`src/rtl/icmu_params.svh`:
```
// icmu sizing parameters
`ifndef ICMU_PARAMS_SVH
`define ICMU_PARAMS_SVH

// request lines, priority rises with index
`define ICMU_NUM_IRQ 8

// request id and level width
`define ICMU_LVL_W 3

// saved program counter width
`define ICMU_PC_W 24

// context frames, shallow so eight levels can fill it
`define ICMU_STACK_DEPTH 4

// pointer counts 0 to depth inclusive
`define ICMU_PTR_W 3

`endif

```
`src/rtl/icmu_irq_pkg.sv`:
```
// interrupt request types
`default_nettype none

`include "icmu_params.svh"

package icmu_irq_pkg;

    // request id, also used as a priority level
    typedef logic [`ICMU_LVL_W-1:0] irq_id_t;

    // arbiter result
    typedef struct packed {
        logic    valid;
        irq_id_t id;
    } irq_grant_t;

    // level now in service
    typedef struct packed {
        logic    active;
        irq_id_t level;
    } irq_level_t;

endpackage

`default_nettype wire

```
`src/rtl/icmu_ctx_pkg.sv`:
```
// saved context types
`default_nettype none

`include "icmu_params.svh"

package icmu_ctx_pkg;

    import icmu_irq_pkg::*;

    typedef logic [`ICMU_PC_W-1:0] pc_t;

    // one stack word, 32 bits
    typedef struct packed {
        pc_t        pc;
        irq_level_t prev;
        logic [3:0] pad;
    } ctx_frame_t;

endpackage

`default_nettype wire

```
`src/rtl/icmu_pend_arbiter.sv`:
```
// pending request arbiter
`timescale 1ns/1ps
`default_nettype none

`include "icmu_params.svh"

module icmu_pend_arbiter (
    input  wire                            clk,
    input  wire                            rst_n,
    input  wire [`ICMU_NUM_IRQ-1:0]        irq_req,
    input  wire icmu_irq_pkg::irq_level_t  cur_level,
    input  wire                            ack,
    input  wire [`ICMU_LVL_W-1:0]          ack_id,
    output icmu_irq_pkg::irq_grant_t       grant
);

    import icmu_irq_pkg::*;

    logic [`ICMU_NUM_IRQ-1:0] req_q;
    logic [`ICMU_NUM_IRQ-1:0] req_rise;
    logic [`ICMU_NUM_IRQ-1:0] ack_mask;
    logic [`ICMU_NUM_IRQ-1:0] pending;

    // ~~~~~~~~~~~~~~~~~~~~
    // edge capture

    assign req_rise = irq_req & ~req_q;

    always_comb begin
        ack_mask = '0;
        if (ack) begin
            ack_mask[ack_id] = 1'b1;
        end
    end

    // a fresh edge wins over a same-cycle ack of that bit
    always_ff @(posedge clk or negedge rst_n) begin
        if (!rst_n) begin
            req_q   <= '0;
            pending <= '0;
        end else begin
            req_q   <= irq_req;
            pending <= (pending & ~ack_mask) | req_rise;
        end
    end

    // ~~~~~~~~~~~~~~~~~~~~
    // fixed priority select

    // scan upward so the highest eligible index is kept
    always_comb begin
        grant = '0;
        for (int i = 0; i < `ICMU_NUM_IRQ; i++) begin
            if (pending[i] && (!cur_level.active || irq_id_t'(i) > cur_level.level)) begin
                grant.valid = 1'b1;
                grant.id    = irq_id_t'(i);
            end
        end
    end

endmodule

`default_nettype wire

```
`src/rtl/icmu_context_stack.sv`:
```
// context frame stack
`timescale 1ns/1ps
`default_nettype none

`include "icmu_params.svh"

module icmu_context_stack (
    input  wire                            clk,
    input  wire                            rst_n,
    input  wire                            save,
    input  wire                            restore,
    input  wire icmu_ctx_pkg::ctx_frame_t  save_frame,
    output icmu_ctx_pkg::ctx_frame_t       pop_frame,
    output logic                           stack_empty,
    output logic                           stack_full
);

    import icmu_ctx_pkg::*;

    localparam int ADDR_W = `ICMU_PTR_W - 1;

    typedef logic [`ICMU_PTR_W-1:0] ptr_t;

    localparam ptr_t LAST_PTR = ptr_t'(`ICMU_STACK_DEPTH - 1);

    ctx_frame_t        mem [`ICMU_STACK_DEPTH];
    ptr_t              ptr;
    ptr_t              ptr_dec;
    logic [ADDR_W-1:0] wr_addr;
    logic [ADDR_W-1:0] rd_addr;

    assign ptr_dec     = ptr - ptr_t'(1);
    assign wr_addr     = ptr[ADDR_W-1:0];
    assign rd_addr     = ptr_dec[ADDR_W-1:0];
    assign stack_empty = (ptr == '0);

    // ~~~~~~~~~~~~~~~~~~~~
    // pointer and full flag

    // full is looked ahead one save early so it comes out registered
    always_ff @(posedge clk or negedge rst_n) begin
        if (!rst_n) begin
            ptr        <= '0;
            stack_full <= 1'b0;
        end else if (save) begin
            ptr        <= ptr + ptr_t'(1);
            stack_full <= (ptr == LAST_PTR);
        end else if (restore) begin
            ptr        <= ptr_dec;
            stack_full <= 1'b0;
        end
    end

    // ~~~~~~~~~~~~~~~~~~~~
    // storage

    always_ff @(posedge clk) begin
        if (save) begin
            mem[wr_addr] <= save_frame;
        end
        // top entry lands in pop_frame one edge after restore
        if (restore) begin
            pop_frame <= mem[rd_addr];
        end
    end

endmodule

`default_nettype wire

```
`src/rtl/icmu_nest_ctrl.sv`:
```
// interrupt nesting controller
`timescale 1ns/1ps
`default_nettype none

`include "icmu_params.svh"

module icmu_nest_ctrl (
    input  wire                            clk,
    input  wire                            rst_n,
    input  wire icmu_irq_pkg::irq_grant_t  grant,
    input  wire                            iret,
    input  wire [`ICMU_PC_W-1:0]           pc_in,
    input  wire icmu_ctx_pkg::ctx_frame_t  pop_frame,
    input  wire                            stack_empty,
    input  wire                            stack_full,
    output logic                           save,
    output logic                           restore,
    output icmu_ctx_pkg::ctx_frame_t       save_frame,
    output logic                           ack,
    output logic [`ICMU_LVL_W-1:0]         ack_id,
    output icmu_irq_pkg::irq_level_t       cur_level,
    output logic                           take,
    output logic [`ICMU_LVL_W-1:0]         take_id,
    output logic                           resume_valid,
    output logic [`ICMU_PC_W-1:0]          resume_pc
);

    import icmu_irq_pkg::*;

    logic       restore_q;
    logic       grant_ok;
    irq_level_t level_next;

    // ~~~~~~~~~~~~~~~~~~~~
    // take and return decode

    // iret on an empty stack is dropped here
    assign restore = iret && !stack_empty;

    // no take in the iret cycle or the one after it
    assign grant_ok = grant.valid && !stack_full && !restore && !restore_q;

    assign save   = grant_ok;
    assign ack    = grant_ok;
    assign ack_id = grant.id;

    assign save_frame = '{pc: pc_in, prev: cur_level, pad: '0};

    always_comb begin
        level_next = cur_level;
        if (grant_ok) begin
            level_next.active = 1'b1;
            level_next.level  = grant.id;
        end else if (restore_q) begin
            // pop_frame is valid here, one edge after restore
            level_next = pop_frame.prev;
        end
    end

    // ~~~~~~~~~~~~~~~~~~~~
    // state and strobes

    always_ff @(posedge clk or negedge rst_n) begin
        if (!rst_n) begin
            restore_q    <= 1'b0;
            take         <= 1'b0;
            resume_valid <= 1'b0;
            cur_level    <= '0;
        end else begin
            restore_q    <= restore;
            take         <= grant_ok;
            resume_valid <= restore_q;
            cur_level    <= level_next;
        end
    end

    // payload follows its strobe
    always_ff @(posedge clk) begin
        if (grant_ok) begin
            take_id <= grant.id;
        end
        if (restore_q) begin
            resume_pc <= pop_frame.pc;
        end
    end

endmodule

`default_nettype wire

```
`src/rtl/icmu_top.sv`:
```
// interrupt context unit top
`timescale 1ns/1ps
`default_nettype none

`include "icmu_params.svh"

module icmu_top (
    input  wire                            clk,
    input  wire                            rst_n,
    input  wire [`ICMU_NUM_IRQ-1:0]        irq_req,
    input  wire [`ICMU_PC_W-1:0]           pc_in,
    input  wire                            iret,
    output wire                            take,
    output wire [`ICMU_LVL_W-1:0]          take_id,
    output wire                            resume_valid,
    output wire [`ICMU_PC_W-1:0]           resume_pc,
    output wire icmu_irq_pkg::irq_level_t  cur_level,
    output wire                            stack_full
);

    import icmu_irq_pkg::*;
    import icmu_ctx_pkg::*;

    wire irq_grant_t             grant;
    wire                         ack;
    wire [`ICMU_LVL_W-1:0]       ack_id;
    wire                         save;
    wire                         restore;
    wire ctx_frame_t             save_frame;
    wire ctx_frame_t             pop_frame;
    wire                         stack_empty;

    icmu_pend_arbiter u_arbiter (
        .clk       (clk),
        .rst_n     (rst_n),
        .irq_req   (irq_req),
        .cur_level (cur_level),
        .ack       (ack),
        .ack_id    (ack_id),
        .grant     (grant)
    );

    icmu_context_stack u_stack (
        .clk         (clk),
        .rst_n       (rst_n),
        .save        (save),
        .restore     (restore),
        .save_frame  (save_frame),
        .pop_frame   (pop_frame),
        .stack_empty (stack_empty),
        .stack_full  (stack_full)
    );

    icmu_nest_ctrl u_ctrl (
        .clk          (clk),
        .rst_n        (rst_n),
        .grant        (grant),
        .iret         (iret),
        .pc_in        (pc_in),
        .pop_frame    (pop_frame),
        .stack_empty  (stack_empty),
        .stack_full   (stack_full),
        .save         (save),
        .restore      (restore),
        .save_frame   (save_frame),
        .ack          (ack),
        .ack_id       (ack_id),
        .cur_level    (cur_level),
        .take         (take),
        .take_id      (take_id),
        .resume_valid (resume_valid),
        .resume_pc    (resume_pc)
    );

endmodule

`default_nettype wire

```
`config.mk`:
```
export PLATFORM = sky130hd
export DESIGN_NAME = icmu_top
export DESIGN_NICKNAME = d
export VERILOG_FILES = /design/src/rtl/icmu_irq_pkg.sv /design/src/rtl/icmu_ctx_pkg.sv /design/src/rtl/icmu_pend_arbiter.sv /design/src/rtl/icmu_context_stack.sv /design/src/rtl/icmu_nest_ctrl.sv /design/src/rtl/icmu_top.sv
export VERILOG_INCLUDE_DIRS = /design/src /design/src/rtl
export SDC_FILE = /design/constraint.sdc
export NUM_CORES = 1
export LEC_CHECK = 0
export BUFFER_PORTS_ARGS = -buffer_cell sky130_fd_sc_hd__buf_2
export CORE_MARGIN = 3
export CORE_UTILIZATION = 51
export CTS_CLUSTER_SIZE = 40
export DETAILED_ROUTE_END_ITERATION = 6
export PLACE_DENSITY = 0.67
export SLEW_MARGIN = 0
export SYNTH_ARGS = -nofsm -noshare
export SYNTH_HDL_FRONTEND = slang
export SYNTH_SLANG_ARGS = --single-unit
```
`constraint.sdc`:
```
create_clock -name clk -period 4.35 [get_ports clk]
set_input_delay 0 -clock clk [delete_from_list [all_inputs] [get_ports clk]]
set_output_delay 0 -clock clk [all_outputs]
set_load 0.1 [all_outputs]
```
==> metrics, run 1 <==
status finished, final reports clean; Mapped Nets between 300 and 400; setup_tns 0 ns; Setup Buffers After CTS 0; area of the die roughly 0.015 sq mm; Top FF cell, synth edfxtp_1; sequential fraction of design power between 40% and 50%; first-pass GRT wire length roughly 19000 microns; Synth cell types 50; crit-path max FO 28; Comb power frac around a third; asr flop ratio synth 13.9%; synth-to-layout area growth 20.1%; pre-CTS WS between 1.5 and 2 ns; CTS Root Cell clkbuf_16; final-report setup violation count 0; Num CTS Buffers 17; Worst Setup Start Kind register; internal power 4.00 mW; critical path type reg -> reg; design area 0.00852 sq mm; Total Wirelength ~12000 microns; largest net degree at the start of global routing 33; Starting DRT DRC Count about 280; Post-Syn Area between 0.007 and 0.008 sq mm; clock-pin transition on the worst setup and hold timing paths 0.07 ns; Final ANT Viol Nets 0; row count 42; total global routing overflow 0; drt pass-1 iters 4; initial core utilization about 53%; share of cells above drive strength 1 just over 30%; Pwr Density roughly 750 mW/mm^2; die width around 120 microns; Slew Viols, Final 0; initial antenna violation count 0; setup ws final between 1.5 and 2 ns; DPL Wire Length roughly 7000 microns; vias in the first global route about 3.6k; P_sw around 2.4 mW; Post-synth EDFFs roughly 170; DRC viols 0; DR WL/cell about 18 microns; Cells after Synth 340; Die Span Y between 100 and 150 microns; Max Cap Violations 0; H-tree levels 4; CTS Sinks around 190; Buffers on Ports just under 70; fin nets about 500; Clk network pwr share 22.7%; io pins a little under 70; clk_skew 0.00867 ns; Tmin final 2.75 ns; GR Util All Layers ~17%; Setup crit end kind register; Max-slew headroom roughly half; R2R cell count 4; switching part of the total between 30 and 40%; synthesized flop and latch total 194; fill count about 940; Worst Path Required 4.41 ns; ant diodes 0; vias after detailed routing 3421; Worst Hold Class in -> async; fmax between 0.3 and 0.4 GHz; CTS max path bufs 2; leakage about 3.1 nW; number of hold violations in the final report 0; most common cell after layout, fill and taps aside edfxtp_1; register area share after synthesis between 80% and 90%; Post-Syn Area per Cell about 21 sq um; CTS tree yes; Worst Tran Pin Value approximately 0.74 ns; CP arrival 2.81 ns; RSZ-0062 raised after global routing false; gpl congestion slightly below 0.9; crit share post-route between 60% and 70%; Worst-Skew Late Latency between 0.4 and 0.5 ns; Post-DP Area ~0.0076 sq mm; vias per cell 5.31; Max VDD drop 0.000421 V; most frequent cells in the layout 167 x edfxtp_1, 68 x buf_2, 34 x dlygate4sd3_1; Yosys warnings 0; core region area 0.0134 sq mm
worst max-delay path, stage by stage, from the launching register on:
cell,delay [ns]
dfrtp_1,0.52
o31ai_1,0.43
o21a_1,0.26
or4_1,0.38
and3_2,0.78
layout make-up:
| class | instances | area (sq um) | share of cell area, % |
|---|---|---|---|
| Sequential cell | 194 | 5690 | 66.8 |
| Multi-Input combinational cell | 121 | 1280 | 15.1 |
| Timing Repair Buffer | 106 | 711 | 8.34 |
| Clock buffer | 18 | 429 | 5.04 |
| Tap cell | 176 | 220 | 2.58 |
| Clock inverter | 14 | 125 | 1.47 |
| Inverter | 15 | 58.8 | 0.690 |
power groups by stage:
| stage | combinational [mW] | clock (mW) | sequential [mW] |
|---|---|---|---|
| floorplan | 0.942 | 0 | 3.57 |
| global placement | 2.10 | 0 | 2.82 |
| detailed placement | 2.10 | 0 | 2.85 |
| CTS | 2.13 | 1.48 | 2.81 |
| global route | 2.25 | 1.55 | 2.85 |
| finish | 2.10 | 1.44 | 2.81 |
cells by family (layout without fill, tap and decap cells):
family,after synthesis,in the layout,synth area share [%]
and+or+nand+nor,43,43,3.53
AOI/OAI and AO/OA,41,41,4.25
DFF,194,194,80.2
xor gates and xnor gates,2,2,0.247
buffers and inverters,25,153,1.66
adders and majority gates,6,6,1.06
muxes,29,29,9.03
sequential cells by signal, indices dropped and copies added (netlist names):
name and count:
u_stack.pop_frame 28, u_ctrl.take_id 3, u_ctrl.resume_pc 24, u_ctrl.take 1, u_arbiter.pending 8, u_ctrl.restore_q 1
u_stack.ptr 3, u_stack.mem 112, u_arbiter.req_q 8, u_ctrl.cur_level 4, u_stack.stack_full 1, u_ctrl.resume_valid 1
through the flow:
step	std cells	hold slack [ns]	power [mW]	utilization [%]
2_1_floorplan	340	-0.296	4.51	-
3_3_place_gp	578	0.0556	4.92	56.9
3_5_place_dp	578	0.0640	4.95	56.9
4_1_cts	644	0.146	6.42	63.6
5_1_grt	644	0.195	6.65	63.6
6_report	644	0.123	6.35	63.6
cell usage after synthesis (2+ instances only):
cell type | n | share of area (%)
xnor2_1 | 2 | 0.25
nor2_1 | 10 | 0.53
nor2b_1 | 4 | 0.35
dfrtp_1 | 27 | 9.5
a22o_1 | 3 | 0.37
clkbuf_1 | 4 | 0.21
buf_2 | 2 | 0.14
nand2b_1 | 4 | 0.35
mux4_2 | 28 | 8.9
a21oi_1 | 10 | 0.71
o22ai_1 | 3 | 0.26
ha_1 | 6 | 1.1
a22oi_1 | 3 | 0.32
buf_6 | 2 | 0.32
and3_2 | 5 | 0.53
o21ai_0 | 4 | 0.28
a31oi_1 | 2 | 0.18
edfxtp_1 | 167 | 71
nand2_1 | 10 | 0.53
inv_1 | 14 | 0.74
path summary, 6_finish.rpt:
check	to	slack [ns]	start
setup / recovery	u_stack.mem[2][13]	1.60	u_ctrl.cur_level[0]
hold / removal	u_ctrl.cur_level[2]	0.12	rst_n
setup reg to reg	u_stack.mem[2][13]	1.60	u_ctrl.cur_level[0]
hold reg to reg	u_ctrl.resume_pc[22]	0.42	u_stack.pop_frame[30]
max in group asynchronous	u_stack.ptr[0]	3.78	rst_n
min in group clk	u_arbiter.req_q[5]	0.23	irq_req[5]
repair_timing:
item / in CTS / in global routing
gates resized for setup: 0 / 0
hold endpoints to repair: 142 / 0
hold buffers: 34 / 0
per-layer routing:
layer  part of all wire [%]  GRT usage (%)  routed length (microns)  up-vias
met1                     43           21.9                     5110     1731
met5                      0              0                        0        -
li1                       -              -                        -     1589
met3                    4.6           5.36                      547        9
met2                     51           28.3                     6030       92
met4                    1.3           5.95                      153        0
No activity file was read; power rests on OpenSTA's default activity.
==> run 2: changes to the inputs <==
ABC_AREA = 1   (was not set)
PLACE_DENSITY = 0.7   (was 0.67)
clock period = 2.5 ns   (was 4.35 ns; I/O delays follow)
==> metrics, run 2 <==
drt pass-1 iters 7 (+3); cell accounting for the most synthesized area edfxtp_1; Synth area leaders edfxtp_1 71%, dfrtp_1 9.5%, o21ai_0 4.5%; total global routing overflow 0 (unchanged); Biggest register u_stack.mem; Setup crit end kind register; Post-synth EDFFs 167 (unchanged); io pins 69 (unchanged); Pwr Density 1440 mW/mm^2 (+94%); crit share post-route 93.3% (+30 points); cell with the most instances after synthesis edfxtp_1; Max-slew headroom 57.7% (+7.9 points); fin nets 648 (+31%); most instantiated cells after synthesis 167 x edfxtp_1, 64 x nor2_1, 64 x o21ai_0; final-report setup violation count 0 (unchanged); synthesized flop and latch total 194 (unchanged); pre-CTS WS 0.0415 ns (-1.60 ns); DR WL/cell 17.2 microns (-6.5%); Max Cap Violations 0 (unchanged); vias after detailed routing 4208 (+23%); Tmin final 2.33 ns (-0.420 ns); most frequent cells in the layout 167 x edfxtp_1, 68 x buf_2, 64 x o21ai_0; Post-Syn Area 0.00711 sq mm (+0.25%); Worst Path Required 2.64 ns (-1.77 ns); area of the die 0.0154 sq mm (+0.23%); Starting DRT DRC Count 300 (+5.6%); Most Used Layer, Global Route met2; CTS Sinks 194 (unchanged); Cells after Synth 482 (+42%); Buffers on Ports 68 (unchanged); synth-to-layout area growth 24.1%; core region area 0.0135 sq mm (+0.39%); Worst Tran Pin Value 0.635 ns (-0.109 ns); RSZ-0062 raised after global routing false; Mapped Nets 523 (+37%); status finished, final reports clean; Final Non-Filler Cells 796 (+24%); initial antenna violation count 0 (unchanged); R2R cell count 9 (+5); CP arrival 2.47 ns (-0.34 ns); vias in the first global route 4268 (+18%); fmax 0.429 GHz (+18%); Slew Viols, Final 0 (unchanged); Worst Setup Start Kind register; Worst Hold Class in -> async; setup ws final 0.169 ns (-1.43 ns); top cell type's share of synthesized area 70.5% (-0.17 points); Post-Syn Area per Cell 14.8 sq um (-29%); post-cts resize count 0 (unchanged); H-tree levels 4 (unchanged); GR Util All Layers 19.0% (+1.8 points); DRC viols 0 (unchanged); ant diodes 0 (unchanged); Die Span Y 124 microns (+0.12%); critical path type reg -> reg; largest net degree at the start of global routing 60 (+82%); Synth cell types 24 (-52%); crit-path max FO 21 (-25%); Worst-Skew Late Latency 0.43 ns (about the same); Yosys warnings 0 (unchanged); Top FF cell, synth edfxtp_1; GR Util met3 5.22% (-0.14 points); Top Registers u_stack.mem: 112 flops, u_stack.pop_frame: 28 flops, u_ctrl.resume_pc: 24 flops; asr flop ratio synth 13.9% (unchanged); Final ANT Viol Nets 0 (unchanged); vias per cell 5.29 (-0.48%); share of cells above drive strength 1 24.0% (-6.7 points); met1 Use GR 22.8% (+0.93 points); register area share after synthesis 80.0% (-0.20 points); clk_skew 0.0123 ns (+0.00361 ns); Total Wirelength 13700 microns (+16%); placed cell count 720 (+25%); first-pass GRT wire length 21500 microns (+13%); leakage 3.30 nW (+6.9%); number of hold violations in the final report 0 (unchanged); CTS tree yes; clock-pin transition on the worst setup and hold timing paths 0.07 ns (about the same); met2 usage 32.5% (+4.2 points); CTS max path bufs 2 (unchanged); row count 42 (unchanged); Max VDD drop 0.00127 V (+200%); DPL Wire Length 8150 microns (+13%); die width 124 microns (+0.12%); CTS Root Cell clkbuf_16; most common cell after layout, fill and taps aside edfxtp_1; gpl congestion 0.824 (-5.1%); initial core utilization 52.9% (-0.077 points); max FFs per register 112 (unchanged); Num CTS Buffers 17 (unchanged)
==> run 2: changes by cell type after synthesis, moves of 8 or more <==
cell      previous run  this run
mux4_2              28         0
inv_1               14        29
o22ai_1              3        29
clkbuf_1             4        18
nand3_1              0        10
nand2_1             10        39
nor2_1              10        64
a21oi_1             10         2
o21ai_0              4        64
==> run 2: layout make-up <==
type | instances | area, sq um
fillers | 952 | 4630
inverters | 30 | 119
repair buffers | 125 | 878
multi-input cells | 239 | 1300
flip-flops and latches | 194 | 5690
clock inverters | 14 | 188
clock buffers | 18 | 429
well taps | 176 | 220
==> run 2: critical path, cell delays in order (launching register included) <==
cell and delay [ns]:
dfrtp_1 0.43, inv_1 0.16, ha_4 0.16, inv_4 0.04
o21ai_4 0.22, clkinvlp_4 0.16, nor2_4 0.16, nand3_4 0.19
nor2_4 0.28, buf_12 0.22
==> run 2: final timing paths <==
check	start	end	slack, ns
min	rst_n	u_ctrl.cur_level[3]	0.12
max in group asynchronous	rst_n	u_stack.ptr[0]	1.94
max	u_stack.ptr[1]	u_stack.mem[1][7]	0.17
min reg2reg	u_stack.pop_frame[31]	u_ctrl.resume_pc[23]	0.41
min in group clk	irq_req[7]	u_arbiter.req_q[7]	0.22
max reg2reg	u_stack.ptr[1]	u_stack.mem[1][7]	0.17
==> run 2: kinds of logic after synthesis <==
logic type / Yosys count / synth area share (%)
and+or+nand+nor: 126 / 7.46
buffers and inverters: 49 / 2.69
DFF: 194 / 80.0
AOI/OAI and AO/OA: 105 / 8.52
adders and majority gates: 6 / 1.06
xor gates and xnor gates: 2 / 0.246
==> run 2: metal layers <==
| metal | share of wire, % | wire length [microns] |
|---|---|---|
| met5 | 0 | 0 |
| met4 | 1.9 | 262 |
| met3 | 4.4 | 597 |
| met2 | 53 | 7240 |
| met1 | 41 | 5580 |
==> run 2: per-stage QoR <==
stage	hold slack (ns)	cell area (sq um)	setup TNS, ns	total power [mW]	util, %
finish	0.119	8820	0	12.7	65.6
global route	0.184	8820	0	13.4	65.6
CTS	0.123	8750	0	12.7	65.0
detailed placement	0.0544	7790	0	9.85	57.9
global placement	0.0426	7790	0	9.65	57.9
floorplan	-0.296	7220	-53.96	8.74	-
==> run 2: report_power, final <==
group          internal (mW)  switching (mW)  leakage (nW)
logic                   1.14            3.71          1.16
clock network           1.67            1.15         0.294
registers               4.76           0.307          1.85
==> run 2: timing repair <==
item / 4_1_cts / 5_1_grt
endpoints found under the setup margin: 0 / 82
hold buffers: 34 / 0
setup buffers: 0 / 10
endpoints found under the hold margin: 141 / 0
==> run 3: changes to the inputs <==
RECOVER_POWER = 100   (was not set)
==> metrics, run 3 (synthesis results as in run 2) <==
status complete, but fails checks; failing checks max-capacitance violations, max-slew violations; Total Wirelength 13700 microns (about the same); DRC viols 0 (unchanged); Biggest register u_stack.mem; gpl congestion 0.824 (unchanged); core region area 0.0135 sq mm (unchanged); largest net degree at the start of global routing 60 (unchanged); DR WL met3 536 microns (-10%); Max Cap Violations 1 (+1); total global routing overflow 0 (unchanged); fin nets 648 (unchanged); Final Non-Filler Cells 796 (unchanged); Buffers on Ports 68 (unchanged); area of the die 0.0154 sq mm (unchanged); top sig layer met4; Layout Utilization 64.7% (-0.92 points); final-report setup violation count 0 (unchanged); H-tree levels 4 (unchanged); met2 wire length 7310 microns (+0.90%); Top Registers u_stack.mem: 112 flops, u_stack.pop_frame: 28 flops, u_ctrl.resume_pc: 24 flops; Num CTS Buffers 17 (unchanged); drt pass-1 iters 4 (-3); vias per cell 5.25 (-0.74%); most frequent cells in the layout 167 x edfxtp_1, 67 x clkbuf_1, 65 x o21ai_0; CTS Sinks 194 (unchanged); max FFs per register 112 (unchanged); die width 124 microns (unchanged); fmax 0.430 GHz (+0.15%); io pins 69 (unchanged); Worst Setup Start Kind register; CP arrival 2.46 ns (about the same); crit-path max FO 21 (unchanged); Final ANT Viol Nets 0 (unchanged); Die Span Y 124 microns (unchanged); Starting DRT DRC Count 316 (+5.3%); M1 WL 5690 microns (+2.0%); row count 42 (unchanged); Worst-Skew Late Latency 0.44 ns (about the same); crit share post-route 93.1% (-0.14 points); CTS max path bufs 2 (unchanged); Slew Viols, Final 28 (+28); DR WL/cell 17.2 microns (about the same); Worst Hold Class in -> reg; initial core utilization 52.9% (unchanged); Max-slew headroom -2.73% (-60 points); Register Area 0.00569 sq mm (unchanged); Worst Tran Pin Value 1.54 ns (+0.906 ns); fill count 1004 (+5.5%); initial antenna violation count 0 (unchanged); most common cell after layout, fill and taps aside edfxtp_1; ant diodes 0 (unchanged); synth-to-layout area growth 22.4%; number of hold violations in the final report 0 (unchanged); share of cells above drive strength 1 12.7% (-11 points); Tmin final 2.33 ns (-0.00340 ns); critical path type reg -> reg; CTS Root Cell clkbuf_16; DPL Wire Length 8150 microns (unchanged); GR Util All Layers 19.0% (unchanged); placed cell count 720 (unchanged); first-pass GRT wire length 21500 microns (unchanged); clock-pin transition on the worst setup and hold timing paths 0.07 ns (about the same); RSZ-0062 raised after global routing false; Setup crit end kind register; clk_skew 0.0136 ns (+0.00131 ns); vias after detailed routing 4177 (-0.74%); Multi-input gate area 0.00127 sq mm (-1.8%); vias in the first global route 4268 (unchanged); Worst Path Required 2.63 ns (about the same); CTS tree yes
==> run 3: cell count changes in the layout (fill, tap and decap cells not counted), moves of 2 or more <==
cell and delta:
clkbuf_4 +5, buf_2 -64, nand2_1 +2, clkbuf_1 +66, nand2_2 -2, buf_4 -12, clkbuf_2 +5
==> run 3: per-stage QoR <==
step	TNS (ns)	setup WS [ns]	hold WS (ns)	area, sq um
5_1_grt	0	0.0396	0.212	8700
4_1_cts	0	0.00335	0.123	8750
2_1_floorplan	-53.96	-0.499	-0.296	7220
6_report	0	0.172	0.221	8700
3_5_place_dp	0	0.0415	0.0544	7790
3_3_place_gp	0	0.136	0.0426	7790
==> run 3: worst paths after layout <==
| check | end | startpoint | slack (ns) | depth (start not counted) |
|---|---|---|---|---|
| min in group asynchronous | u_ctrl.cur_level[3] | rst_n | 0.48 | 2 |
| worst min-delay path | u_arbiter.req_q[1] | irq_req[1] | 0.22 | 2 |
| max in group asynchronous | u_stack.ptr[0] | rst_n | 1.02 | 2 |
| worst min register to register | u_ctrl.resume_pc[23] | u_stack.pop_frame[31] | 0.41 | 0 |
| worst max-delay path | u_stack.mem[1][19] | u_stack.ptr[1] | 0.17 | 9 |
| worst max register to register | u_stack.mem[1][19] | u_stack.ptr[1] | 0.17 | 9 |
==> run 3: worst max-delay path, cell delays in order (launching register included) <==
cell and delay (ns):
dfrtp_1 0.43, inv_1 0.13, ha_2 0.21, inv_4 0.05, o21ai_4 0.22, clkinvlp_4 0.16
nor2_4 0.15, nand3_4 0.18, nor2_4 0.27, buf_12 0.22
==> run 3: routing by layer <==
layer / GRT usage, % / vias up
li1: - / 1998
met3: 5.22 / 14
met5: 0 / -
met4: 7.53 / 0
met2: 32.5 / 101
met1: 22.8 / 2064
==> run 3: cell type report <==
cell class	instances	share of cell area, %
inverters	30	1.37
multi-input cells	239	14.7
clock inverters	14	2.16
flip-flops and latches	194	65.4
repair buffers	125	8.94
well taps	176	2.53
clock buffers	18	4.93
==> run 3: what timing repair did <==
action / in CTS / in global routing
buffers inserted: 0 / 10
hold endpoints to repair: 141 / 0
hold buffers: 34 / 0
endpoints found under the setup margin: 0 / 82
gates resized for setup: 0 / 0
Power of run 3 is left out: the tool's default activity adds up to more than one toggle a clock period on the data nets, which glitch-free logic cannot reach.
